--- config.mk ---
export PLATFORM = sky130hd
export DESIGN_NAME = decodeStage
export DESIGN_NICKNAME = d
export VERILOG_FILES = /design/src/logic/rvDecodePkg.sv /design/src/logic/decodeBus.sv /design/src/logic/instDecoder.sv /design/src/logic/regFile.sv /design/src/logic/operandIssue.sv /design/src/logic/decodeStage.sv
export SDC_FILE = /design/constraint.sdc
export NUM_CORES = 2
export LEC_CHECK = 0
export ABC_CLOCK_PERIOD_IN_PS = 3220
export BUFFER_PORTS_ARGS = -buffer_cell sky130_fd_sc_hd__buf_2
export CAP_MARGIN = 10
export CORE_AREA = 2 2 527 267
export CTS_BUF_LIST = sky130_fd_sc_hd__clkbuf_16
export DETAILED_ROUTE_END_ITERATION = 12
export DIE_AREA = 0 0 529 269
export PLACE_DENSITY = 0.67
export SYNTH_ARGS = -nofsm -noshare
export SYNTH_HDL_FRONTEND = slang
export SYNTH_HIERARCHICAL = 1
export SYNTH_SLANG_ARGS = --single-unit
--- constraint.sdc ---
create_clock -name clk -period 3.22 [get_ports clk]
set_input_delay 0 -clock clk [delete_from_list [all_inputs] [get_ports clk]]
set_output_delay 0 -clock clk [all_outputs]
set_load 0.01 [all_outputs]
--- src/logic/rvDecodePkg.sv ---
package rvDecodePkg;

    // ====================================================================
    // Widths
    // ====================================================================
    localparam int XLEN       = 32;
    localparam int REG_NAME_W = 5;
    localparam int INST_W     = 32;
    localparam int NUM_REGS   = 2 ** REG_NAME_W;

    typedef logic [XLEN-1:0]       wordT;     // Data, PC and immediate
    typedef logic [INST_W-1:0]     instT;
    typedef logic [REG_NAME_W-1:0] regNameT;

    // Predicted-jump flag from fetch
    localparam logic NOT_JUMP = 1'b0;
    localparam logic DO_JUMP  = 1'b1;

    // ====================================================================
    // Major opcodes, inst[6:0]
    // ====================================================================
    localparam logic [6:0] OPC_LUI    = 7'b0110111;
    localparam logic [6:0] OPC_AUIPC  = 7'b0010111;
    localparam logic [6:0] OPC_JAL    = 7'b1101111;
    localparam logic [6:0] OPC_JALR   = 7'b1100111;
    localparam logic [6:0] OPC_BRANCH = 7'b1100011;
    localparam logic [6:0] OPC_LOAD   = 7'b0000011;
    localparam logic [6:0] OPC_STORE  = 7'b0100011;
    localparam logic [6:0] OPC_OPIMM  = 7'b0010011;
    localparam logic [6:0] OPC_OP     = 7'b0110011;

    // Internal operation code handed to execute
    typedef enum logic [5:0] {
        NOP,
        LUI,
        AUIPC,
        JAL,
        JALR,
        // Branches
        BEQ,
        BNE,
        BLT,
        BGE,
        BLTU,
        BGEU,
        // Loads and stores
        LB,
        LH,
        LW,
        LBU,
        LHU,
        SB,
        SH,
        SW,
        // Register-immediate
        ADDI,
        SLTI,
        SLTIU,
        XORI,
        ORI,
        ANDI,
        SLLI,
        SRLI,
        SRAI,
        // Register-register
        ADD,
        SUB,
        SLL,
        SLT,
        SLTU,
        XOR,
        SRL,
        SRA,
        OR,
        AND
    } opT;

endpackage

--- src/logic/decodeBus.sv ---
`timescale 1ns/1ps

// One decoded instruction on its way to operand fetch and issue
interface decodeBus;

    logic                 en;
    rvDecodePkg::opT      op;
    rvDecodePkg::regNameT rs1;
    rvDecodePkg::regNameT rs2;
    rvDecodePkg::regNameT rd;
    rvDecodePkg::wordT    imm;
    rvDecodePkg::wordT    pc;
    logic                 pd;     // Predicted jump, passed through

    modport source (
        output en, op, rs1, rs2, rd, imm, pc, pd
    );

    // Register file only needs the source names
    modport names (
        input rs1, rs2
    );

    modport sink (
        input en, op, rs1, rs2, rd, imm, pc, pd
    );

endinterface

--- src/logic/instDecoder.sv ---
`timescale 1ns/1ps

module instDecoder (
    input  logic              rst,
    input  logic              rdy,
    input  logic              fetchEn,
    input  rvDecodePkg::instT fetchInst,
    input  rvDecodePkg::wordT fetchPc,
    input  logic              fetchPd,
    decodeBus.source          bus
);

    logic [6:0] opcode;
    logic [2:0] funct3;
    logic       alt;      // inst[30], selects SUB / SRA / SRAI

    assign opcode = fetchInst[6:0];
    assign funct3 = fetchInst[14:12];
    assign alt    = fetchInst[30];

    // ====================================================================
    // Fixed fields
    // ====================================================================
    assign bus.en  = rdy && fetchEn && !rst;
    assign bus.pc  = fetchPc;
    assign bus.pd  = fetchPd;
    assign bus.rs1 = fetchInst[19:15];
    assign bus.rs2 = fetchInst[24:20];
    assign bus.rd  = fetchInst[11:7];

    // ====================================================================
    // Immediate by format
    // ====================================================================
    always_comb begin
        case (opcode)
            rvDecodePkg::OPC_LUI,
            rvDecodePkg::OPC_AUIPC: begin
                bus.imm = {fetchInst[31:12], 12'b0};
            end
            rvDecodePkg::OPC_JAL: begin
                bus.imm = {{(rvDecodePkg::XLEN - 20){fetchInst[31]}}, fetchInst[19:12],
                           fetchInst[20], fetchInst[30:21], 1'b0};
            end
            rvDecodePkg::OPC_BRANCH: begin
                bus.imm = {{(rvDecodePkg::XLEN - 12){fetchInst[31]}}, fetchInst[7],
                           fetchInst[30:25], fetchInst[11:8], 1'b0};
            end
            rvDecodePkg::OPC_JALR,
            rvDecodePkg::OPC_LOAD,
            rvDecodePkg::OPC_OPIMM: begin
                bus.imm = {{(rvDecodePkg::XLEN - 11){fetchInst[31]}}, fetchInst[30:20]};
            end
            rvDecodePkg::OPC_STORE: begin
                bus.imm = {{(rvDecodePkg::XLEN - 11){fetchInst[31]}}, fetchInst[30:25],
                           fetchInst[11:7]};
            end
            default: begin
                bus.imm = '0;
            end
        endcase
    end

    // ====================================================================
    // Operation code
    // ====================================================================
    always_comb begin
        bus.op = rvDecodePkg::NOP;    // Undefined encodings fall through to this
        case (opcode)
            rvDecodePkg::OPC_LUI:   bus.op = rvDecodePkg::LUI;
            rvDecodePkg::OPC_AUIPC: bus.op = rvDecodePkg::AUIPC;
            rvDecodePkg::OPC_JAL:   bus.op = rvDecodePkg::JAL;
            rvDecodePkg::OPC_JALR:  bus.op = rvDecodePkg::JALR;
            rvDecodePkg::OPC_BRANCH: begin
                case (funct3)
                    3'b000:  bus.op = rvDecodePkg::BEQ;
                    3'b001:  bus.op = rvDecodePkg::BNE;
                    3'b100:  bus.op = rvDecodePkg::BLT;
                    3'b101:  bus.op = rvDecodePkg::BGE;
                    3'b110:  bus.op = rvDecodePkg::BLTU;
                    3'b111:  bus.op = rvDecodePkg::BGEU;
                    default: bus.op = rvDecodePkg::NOP;
                endcase
            end
            rvDecodePkg::OPC_LOAD: begin
                case (funct3)
                    3'b000:  bus.op = rvDecodePkg::LB;
                    3'b001:  bus.op = rvDecodePkg::LH;
                    3'b010:  bus.op = rvDecodePkg::LW;
                    3'b100:  bus.op = rvDecodePkg::LBU;
                    3'b101:  bus.op = rvDecodePkg::LHU;
                    default: bus.op = rvDecodePkg::NOP;
                endcase
            end
            rvDecodePkg::OPC_STORE: begin
                case (funct3)
                    3'b000:  bus.op = rvDecodePkg::SB;
                    3'b001:  bus.op = rvDecodePkg::SH;
                    3'b010:  bus.op = rvDecodePkg::SW;
                    default: bus.op = rvDecodePkg::NOP;
                endcase
            end
            rvDecodePkg::OPC_OPIMM: begin
                // Bit 30 is immediate data except for the shifts
                case (funct3)
                    3'b000:  bus.op = rvDecodePkg::ADDI;
                    3'b010:  bus.op = rvDecodePkg::SLTI;
                    3'b011:  bus.op = rvDecodePkg::SLTIU;
                    3'b100:  bus.op = rvDecodePkg::XORI;
                    3'b110:  bus.op = rvDecodePkg::ORI;
                    3'b111:  bus.op = rvDecodePkg::ANDI;
                    3'b001:  bus.op = alt ? rvDecodePkg::NOP : rvDecodePkg::SLLI;
                    default: bus.op = alt ? rvDecodePkg::SRAI : rvDecodePkg::SRLI;
                endcase
            end
            rvDecodePkg::OPC_OP: begin
                case ({alt, funct3})
                    4'b0000: bus.op = rvDecodePkg::ADD;
                    4'b1000: bus.op = rvDecodePkg::SUB;
                    4'b0001: bus.op = rvDecodePkg::SLL;
                    4'b0010: bus.op = rvDecodePkg::SLT;
                    4'b0011: bus.op = rvDecodePkg::SLTU;
                    4'b0100: bus.op = rvDecodePkg::XOR;
                    4'b0101: bus.op = rvDecodePkg::SRL;
                    4'b1101: bus.op = rvDecodePkg::SRA;
                    4'b0110: bus.op = rvDecodePkg::OR;
                    4'b0111: bus.op = rvDecodePkg::AND;
                    default: bus.op = rvDecodePkg::NOP;
                endcase
            end
            default: bus.op = rvDecodePkg::NOP;
        endcase
    end

endmodule

--- src/logic/regFile.sv ---
`timescale 1ns/1ps

module regFile (
    input  logic                 clk,
    input  logic                 rst,
    decodeBus.names              bus,
    input  logic                 wbEn,
    input  rvDecodePkg::regNameT wbRd,
    input  rvDecodePkg::wordT    wbData,
    output rvDecodePkg::wordT    rs1Val,
    output rvDecodePkg::wordT    rs2Val
);

    rvDecodePkg::wordT regs [1:rvDecodePkg::NUM_REGS-1];   // x0 has no storage
    logic              wrHit;

    assign wrHit = wbEn && (wbRd != '0);

    always_ff @(posedge clk) begin
        if (rst) begin
            for (int i = 1; i < rvDecodePkg::NUM_REGS; i++) begin
                regs[i] <= '0;
            end
        end else if (wrHit) begin
            regs[wbRd] <= wbData;
        end
    end

    // Read with x0 tied low and bypass from the write port
    function automatic rvDecodePkg::wordT readReg(input rvDecodePkg::regNameT name);
        rvDecodePkg::wordT val;
        if (name == '0) begin
            val = '0;
        end else if (wrHit && (wbRd == name)) begin
            val = wbData;
        end else begin
            val = regs[name];
        end
        return val;
    endfunction

    always_comb begin
        rs1Val = readReg(bus.rs1);
        rs2Val = readReg(bus.rs2);
    end

    // A write aimed at x0 must not show up on a later read of x0
    property x0StaysZero;
        @(posedge clk) disable iff (rst)
        (wbEn && (wbRd == '0)) |=>
            ((bus.rs1 != '0) || (rs1Val == '0)) && ((bus.rs2 != '0) || (rs2Val == '0));
    endproperty

    assert property (x0StaysZero)
        else $error("regFile: read of x0 nonzero after write to x0");

endmodule

--- src/logic/operandIssue.sv ---
`timescale 1ns/1ps

module operandIssue (
    input  logic                 clk,
    input  logic                 rst,
    input  logic                 rdy,
    decodeBus.sink               bus,
    input  rvDecodePkg::wordT    rs1Val,
    input  rvDecodePkg::wordT    rs2Val,

    // To execute
    output logic                 exEn,
    output rvDecodePkg::opT      exOp,
    output rvDecodePkg::wordT    exPc,
    output rvDecodePkg::wordT    exImm,
    output rvDecodePkg::wordT    exRs1Val,
    output rvDecodePkg::wordT    exRs2Val,
    output rvDecodePkg::regNameT exRd,
    output logic                 exPd
);

    // ====================================================================
    // Issue register
    // ====================================================================
    always_ff @(posedge clk) begin
        if (rst) begin
            exEn     <= 1'b0;
            exOp     <= rvDecodePkg::NOP;
            exPc     <= '0;
            exImm    <= '0;
            exRs1Val <= '0;
            exRs2Val <= '0;
            exRd     <= '0;
            exPd     <= rvDecodePkg::NOT_JUMP;
        end else if (rdy) begin
            exEn <= bus.en;
            if (bus.en) begin     // Gap cycles keep the last payload
                exOp     <= bus.op;
                exPc     <= bus.pc;
                exImm    <= bus.imm;
                exRs1Val <= rs1Val;
                exRs2Val <= rs2Val;
                exRd     <= bus.rd;
                exPd     <= bus.pd;
            end
        end
        // Stall, execute is not consuming
    end

    // ====================================================================
    // Checks
    // ====================================================================
    property enKnown;
        @(posedge clk) disable iff (rst)
        !$isunknown(exEn);
    endproperty

    assert property (enKnown)
        else $error("operandIssue: exEn unknown out of reset");

    // Nothing may move on the execute side while the stage is stalled
    property holdOnStall;
        @(posedge clk) disable iff (rst)
        !rdy |=> $stable({exEn, exOp, exPc, exImm, exRs1Val, exRs2Val, exRd, exPd});
    endproperty

    assert property (holdOnStall)
        else $error("operandIssue: outputs changed while rdy low");

endmodule

--- src/logic/decodeStage.sv ---
`timescale 1ns/1ps

module decodeStage (
    input  logic                 clk,
    input  logic                 rst,
    input  logic                 rdy,

    // Fetch side
    input  logic                 fetchEn,
    input  rvDecodePkg::instT    fetchInst,
    input  rvDecodePkg::wordT    fetchPc,
    input  logic                 fetchPd,

    // Write-back from execute
    input  logic                 wbEn,
    input  rvDecodePkg::regNameT wbRd,
    input  rvDecodePkg::wordT    wbData,

    // Issue to execute
    output logic                 exEn,
    output rvDecodePkg::opT      exOp,
    output rvDecodePkg::wordT    exPc,
    output rvDecodePkg::wordT    exImm,
    output rvDecodePkg::wordT    exRs1Val,
    output rvDecodePkg::wordT    exRs2Val,
    output rvDecodePkg::regNameT exRd,
    output logic                 exPd
);

    rvDecodePkg::wordT rs1Val;
    rvDecodePkg::wordT rs2Val;

    decodeBus dec ();

    instDecoder decoder (
        .rst       (rst),
        .rdy       (rdy),
        .fetchEn   (fetchEn),
        .fetchInst (fetchInst),
        .fetchPc   (fetchPc),
        .fetchPd   (fetchPd),
        .bus       (dec.source)
    );

    regFile rf (
        .clk    (clk),
        .rst    (rst),
        .bus    (dec.names),
        .wbEn   (wbEn),
        .wbRd   (wbRd),
        .wbData (wbData),
        .rs1Val (rs1Val),
        .rs2Val (rs2Val)
    );

    // One cycle from accept to execute
    operandIssue issue (
        .clk      (clk),
        .rst      (rst),
        .rdy      (rdy),
        .bus      (dec.sink),
        .rs1Val   (rs1Val),
        .rs2Val   (rs2Val),
        .exEn     (exEn),
        .exOp     (exOp),
        .exPc     (exPc),
        .exImm    (exImm),
        .exRs1Val (exRs1Val),
        .exRs2Val (exRs2Val),
        .exRd     (exRd),
        .exPd     (exPd)
    );

endmodule

== Word-level counts from Yosys, hierarchy flattened ==
Memories as Yosys holds them, arrays and structs flattened.
Index checks and enable logic that the tools add are counted.

* Eq/ne operators: 18
* Muxes and demuxes: 20
* Reductions and logical operators: 14

{| class="wikitable"
|+ Operators with widths
! kind !! count
|-
| $mux W32 || 5
|-
| $pmux W32 S5 || 1
|-
| $pmux W6 S9 || 1
|-
| $pmux W6 S7 || 1
|-
| $reduce_or A32 Y1 || 1
|-
| $pmux W4 S6 || 1
|-
| $eq A7 B6 Y1 const B || 3
|-
| $eq A7 B7 Y1 const B || 3
|-
| $pmux W4 S5 || 1
|-
| $pmux W5 S3 || 1
|-
| $eq A7 B5 Y1 const B || 2
|-
| $eq A3 B3 Y1 const B || 4
|-
| $eq A5 B5 Y1 || 2
|-
| $logic_not A5 Y1 || 2
|-
| $mux W5 || 2
|-
| $eq A7 B2 Y1 const B || 1
|-
| $mux W1 || 7
|-
| $eq A3 B2 Y1 const B || 2
|-
| $logic_and A1 B1 Y1 || 5
|-
| $reduce_bool A5 Y1 || 1
|-
| $eq A3 B1 Y1 const B || 1
|-
| $logic_not A3 Y1 || 1
|-
| $reduce_or A3 Y1 || 1
|-
| $reduce_and A2 Y1 || 1
|-
| 2 further kinds || 2
|}

* Register bits: 141
* RAM bits: 992
* Bits in read-only memories: 96
* Output and inout bits: 141
* Word-level logic and storage cells: 62
* Memories kept: 2

{| class="wikitable"
|+ Memory list
! name !! words !! bits a word !! rd ports !! clocked after Yosys merged registers in !! wr ports !! line !! source
|-
| rf.regs || 31 || 32 || 2 || 0 || 31 || regFile.sv:14 || <nowiki>rvDecodePkg::wordT regs [1:rvDecodePkg::NUM_REGS-1];</nowiki>
|-
| (name not given) || 16 || 6 || 1 || 0 || 0 || instDecoder.sv:116 || <nowiki>case ({alt, funct3})</nowiki>
|}

== Longest topological paths before layout ==
* Depth after elaboration: 7
* Mapped depth: 13
* Gate-level depth less buffers: 8

== Hierarchy ==
The synthesis kept the hierarchy.

{| class="wikitable"
|+ Modules (own cells, without submodules)
! module !! instances !! cells each !! area each (um^2)
|-
| regFile || 1 || 3923 || 55512.0
|-
| operandIssue || 1 || 641 || 6054.6
|-
| instDecoder || 1 || 209 || 1477.7
|}

== Worst setup path after synthesis ==
Ideal clock, no wire load.

* Path kind: input-to-reg
* Start point: in fetchInst[15]
* End point: reg issue.exRs1Val[6]
* Setup time: 120 ps
* Arrival time: 2038 ps
* Slack: 1062 ps
* Stages: 11
* Path buffers: 5
* Cells stage by stage: buf_4 buf_2 buf_2 buf_4 buf_2 mux4_2 a22oi_1 nand2_1 a32o_1 nand3_1 a21oi_1

* Word-level cells in the longest chain between the ends: 4

{| class="wikitable"
|+ Ends and longest elaborated chain
! what !! line !! source
|-
| start, declared || decodeStage.sv:10 || <nowiki>input rvDecodePkg::instT fetchInst,</nowiki>
|-
| branches (longest 3 deep; another with $mem_v2 Z31 W32) || - ||
|-
| $mux W32 * || regFile.sv:32 || <nowiki>if (name == '0) begin</nowiki>
|-
| named net rs1Val[6] || decodeStage.sv:30 || <nowiki>rvDecodePkg::wordT rs1Val;</nowiki>
|-
| end signal, assigned || operandIssue.sv:41 || <nowiki>exRs1Val <= rs1Val;</nowiki>
|-
| end, declared || operandIssue.sv:16 || <nowiki>output rvDecodePkg::wordT exRs1Val,</nowiki>
|}

Mark *: on every way through the listed nets, which the timed path passes.
A chain may end at the register's enable or synchronous reset.

== Worst setup path in the final report ==
* Start point: in fetchInst[20]
* End point: reg issue.exRs2Val[9]

* Word-level cells in the longest chain between the ends: 4

{| class="wikitable"
|+ Ends and longest elaborated chain
! what !! line !! source
|-
| branches (longest 3 deep; another with $mem_v2 Z31 W32) || - ||
|-
| $mux W32 * || regFile.sv:32 ||
|-
| named net rs2Val[9] || decodeStage.sv:31 || <nowiki>rvDecodePkg::wordT rs2Val;</nowiki>
|-
| end signal, assigned || operandIssue.sv:42 || <nowiki>exRs2Val <= rs2Val;</nowiki>
|-
| end, declared || operandIssue.sv:17 || <nowiki>output rvDecodePkg::wordT exRs2Val,</nowiki>
|}

Marks and branches as above.

==> flow_summary.toml <==
[synthesis]
ys.flop_type = "edfxtp_1"
ys_types = 80
syn_inst = 4773
synth_edf_count = 1024
avgSynthCellArea_um2 = 13.2
syn_area_um2 = 63000
yosysTopAreaCellShare_pct = 48.8
async_flop_share_pct = 0
ys_seq_area_share_pct = 53.3
yosys.area.top_type = "edfxtp_1"
synth_area_leaders = "edfxtp_1 49%, mux4_2 13%, and2_1 9.6%, mux2i_1 4.8%, dfxtp_1 4.5%"
yosysMostFrequentCell = "edfxtp_1"
synth_commonest_cells = "1024 x edfxtp_1, 964 x and2_1, 367 x mux4_2, 300 x mux2i_1, 299 x clkbuf_1"
synth_seq_cells = 1165
ys_warn_count = 6

[worst_setup_path]
r2r_setup_slack_ps = 770
path_max_fanout = 30
critPathRequiredTime_ps = 3860
cp-start-kind = "input port"
crit_start = "fetchInst[20]"
end_kind = "flop"
r2r_cells = 7
rr_endpoint = "issue/exRs1Val[30]"
worstSetupPathType = "in -> reg"
reg2reg_from = "rf/regs[9][30]"
arrival_ps = 3300

[hold_path]
hp-class = "in -> reg"
min_to = "issue/exImm[19]"
holdPathStages = 5
min_from = "fetchInst[19]"

[pwr]
power_density_nw_per_um2 = 489
irDropWorstVdd_mv = 0.354
p_leak_nw = 25.9

[final_layout]
multi_input_comb_area_um2 = 27100
fillerInstances = 11500
syn2layout_area_growth_pct = 13.3
fin_nets = 5077
regArea_um2 = 33600
drive_gt1_share_pct = 24.8
final_util_pct = 51.6

[sta]
hold_viol_final = 0
max_freq_mhz = 376
skew_ps = 16.5
slew_headroom_pct = 12.2
holdWs_ps = 23.7
slew_violations = 0
rsz0062_at_grt = "no"
tightest_slew_ps = 1320
post-route-min-period_ps = 2660
fin_crit_sh_pct = 82.7
setup_violations = 0
setup_tns_ps = 0

[routing]
wirelength_met1_um = 87600
routed_via_density = 6.60
wl_met2_um = 92200
top_layer = "met5"
via_count = 45500
antenna_left = 0
routedWlPerCell_um = 32.5
dr.first_iter.drc_count = 7337
drc = 0
drtPass1Iterations = 8
met3RoutedLength_um = 34600
wl_um = 224000

[clock_tree]
cts.repair.resized = 0
cts.clk_slew.worst_paths_ps = 70
clockBufferDepth = 3
cts_inserted_buffers = 99
clock_latency_ps = 730
cts_sinks = 1165
cts_root_buffer = "clkbuf_16"
h-tree-depth = 3
cts_setup_buffers = 0
cts_tree = "done"
hold_buffers = 139

[placed_design]
place_congestion = 0.932
dp_hpwl_um = 147000
portBuffers = 247

[floorplanning]
die_h_um = 269
dieArea_um2 = 142000
die_w_um = 529
start_util_pct = 45.6
core-area_um2 = 138000
num_rows = 97
ioPinCount = 248

[run_status]
status = "finished, final reports clean"

[grt]
first_global_vias = 43100
grt_pass1_wl_um = 316000
grt_usage_pct = 30.9
antenna_found_initial = 19
grt_overflow = 0
grt_max_degree = 184

[flow_run]
drv_cap = 0
-- layout make-up --
| class | count | area share (%) |
|---|---|---|
| multi-input combinational | 3069 | 37.9 |
| inverter | 9 | 0.0473 |
| antenna | 10 | 0.0350 |
| tap | 1831 | 3.21 |
| sequential | 1165 | 47.0 |
| timing repair buffer | 621 | 7.15 |
| clock inverter | 85 | 1.07 |
| clock buffer | 101 | 3.54 |
-- metal layers --
metal / vias up / GRT usage, %
met1: 22800 / 44.6
li1: 18400 / -
met4: 12 / 11.0
met5: - / 1.33
met2: 3721 / 42.8
met3: 552 / 10.5
-- worst max-delay path by stage --
stage,to,slack [ps],depth (start not counted)
detailed placement,issue/exRs2Val[9],480,10
floorplan,issue/exRs1Val[6],1060,11
global route,issue/exRs2Val[9],510,11
finish,issue/exRs2Val[9],560,11
global placement,issue/exRs2Val[13],500,9
CTS,issue/exRs2Val[9],620,11
-- kinds of logic after synthesis --
family                   share of synthesized area, %
AO/OA/AOI/OAI                                    9.00
XOR/XNOR                                        0.139
adder cells (fa/ha/maj)                        0.0992
buffers and inverters                            4.39
flip-flops                                       53.3
multiplexers                                     19.1
other                                         0.00595
AND/OR/NAND/NOR                                  14.0
-- cell usage in the layout (no fill, tap or decap), drive strengths merged, types with 11 or more instances in the layout --
cell	instances
nor3	58
a221oi	25
or2	37
and2	965
clkbuf	101
a21oi	201
buf	482
and3	12
nor2	82
o21ai	45
o221ai	35
a2111oi	16
nand3	151
a21o	19
clkinvlp	12
dlygate4sd3	139
clkinv	45
nand2b	11
inv	25
a32o	32
dfxtp	141
bufinv	12
mux2i	300
mux4	367
edfxtp	1024
nor2b	23
a21bo	141
a211oi	66
a22oi	63
conb	32
nand2	134
mux2	67
o22ai	50
-- worst max-delay path: stages --
cell and delay, ps:
dlygate4sd3_1 570, buf_8 380, buf_12 280, buf_4 250, mux2i_1 100, a221oi_1 550
a21oi_1 150, nor3_1 530, a221o_1 190, nand3_1 80, a21oi_1 160
-- per-stage QoR --
stage               area [um2]  instances  power [mW]  setup WS, ps
CTS                      71400       6881        34.8           621
global placement         66700       6556        22.2           503
floorplan                63200       4804        20.5          1060
global route             71400       6883        35.8           506
finish                   71400       6891        34.9           557
detailed placement       66700       6556        22.3           481
-- registers in the layout, summed over array words and instances, names as in the netlist --
signal and count:
issue/exEn 1, issue/exImm 32, issue/exOp 6, issue/exPc 32
issue/exPd 1, issue/exRd 5, issue/exRs1Val 32, issue/exRs2Val 32
rf/regs 1024
-- power breakdown --
part | total, mW | switching (mW) | leakage (nW) | internal [mW]
Clock | 12.7 | 6.01 | 1.63 | 6.71
Combinational | 4.62 | 2.76 | 13.4 | 1.86
Sequential | 17.6 | 0.445 | 10.9 | 17.2
Total | 34.9 | 9.21 | 25.9 | 25.7
No activity file was read; power rests on OpenSTA's default activity.
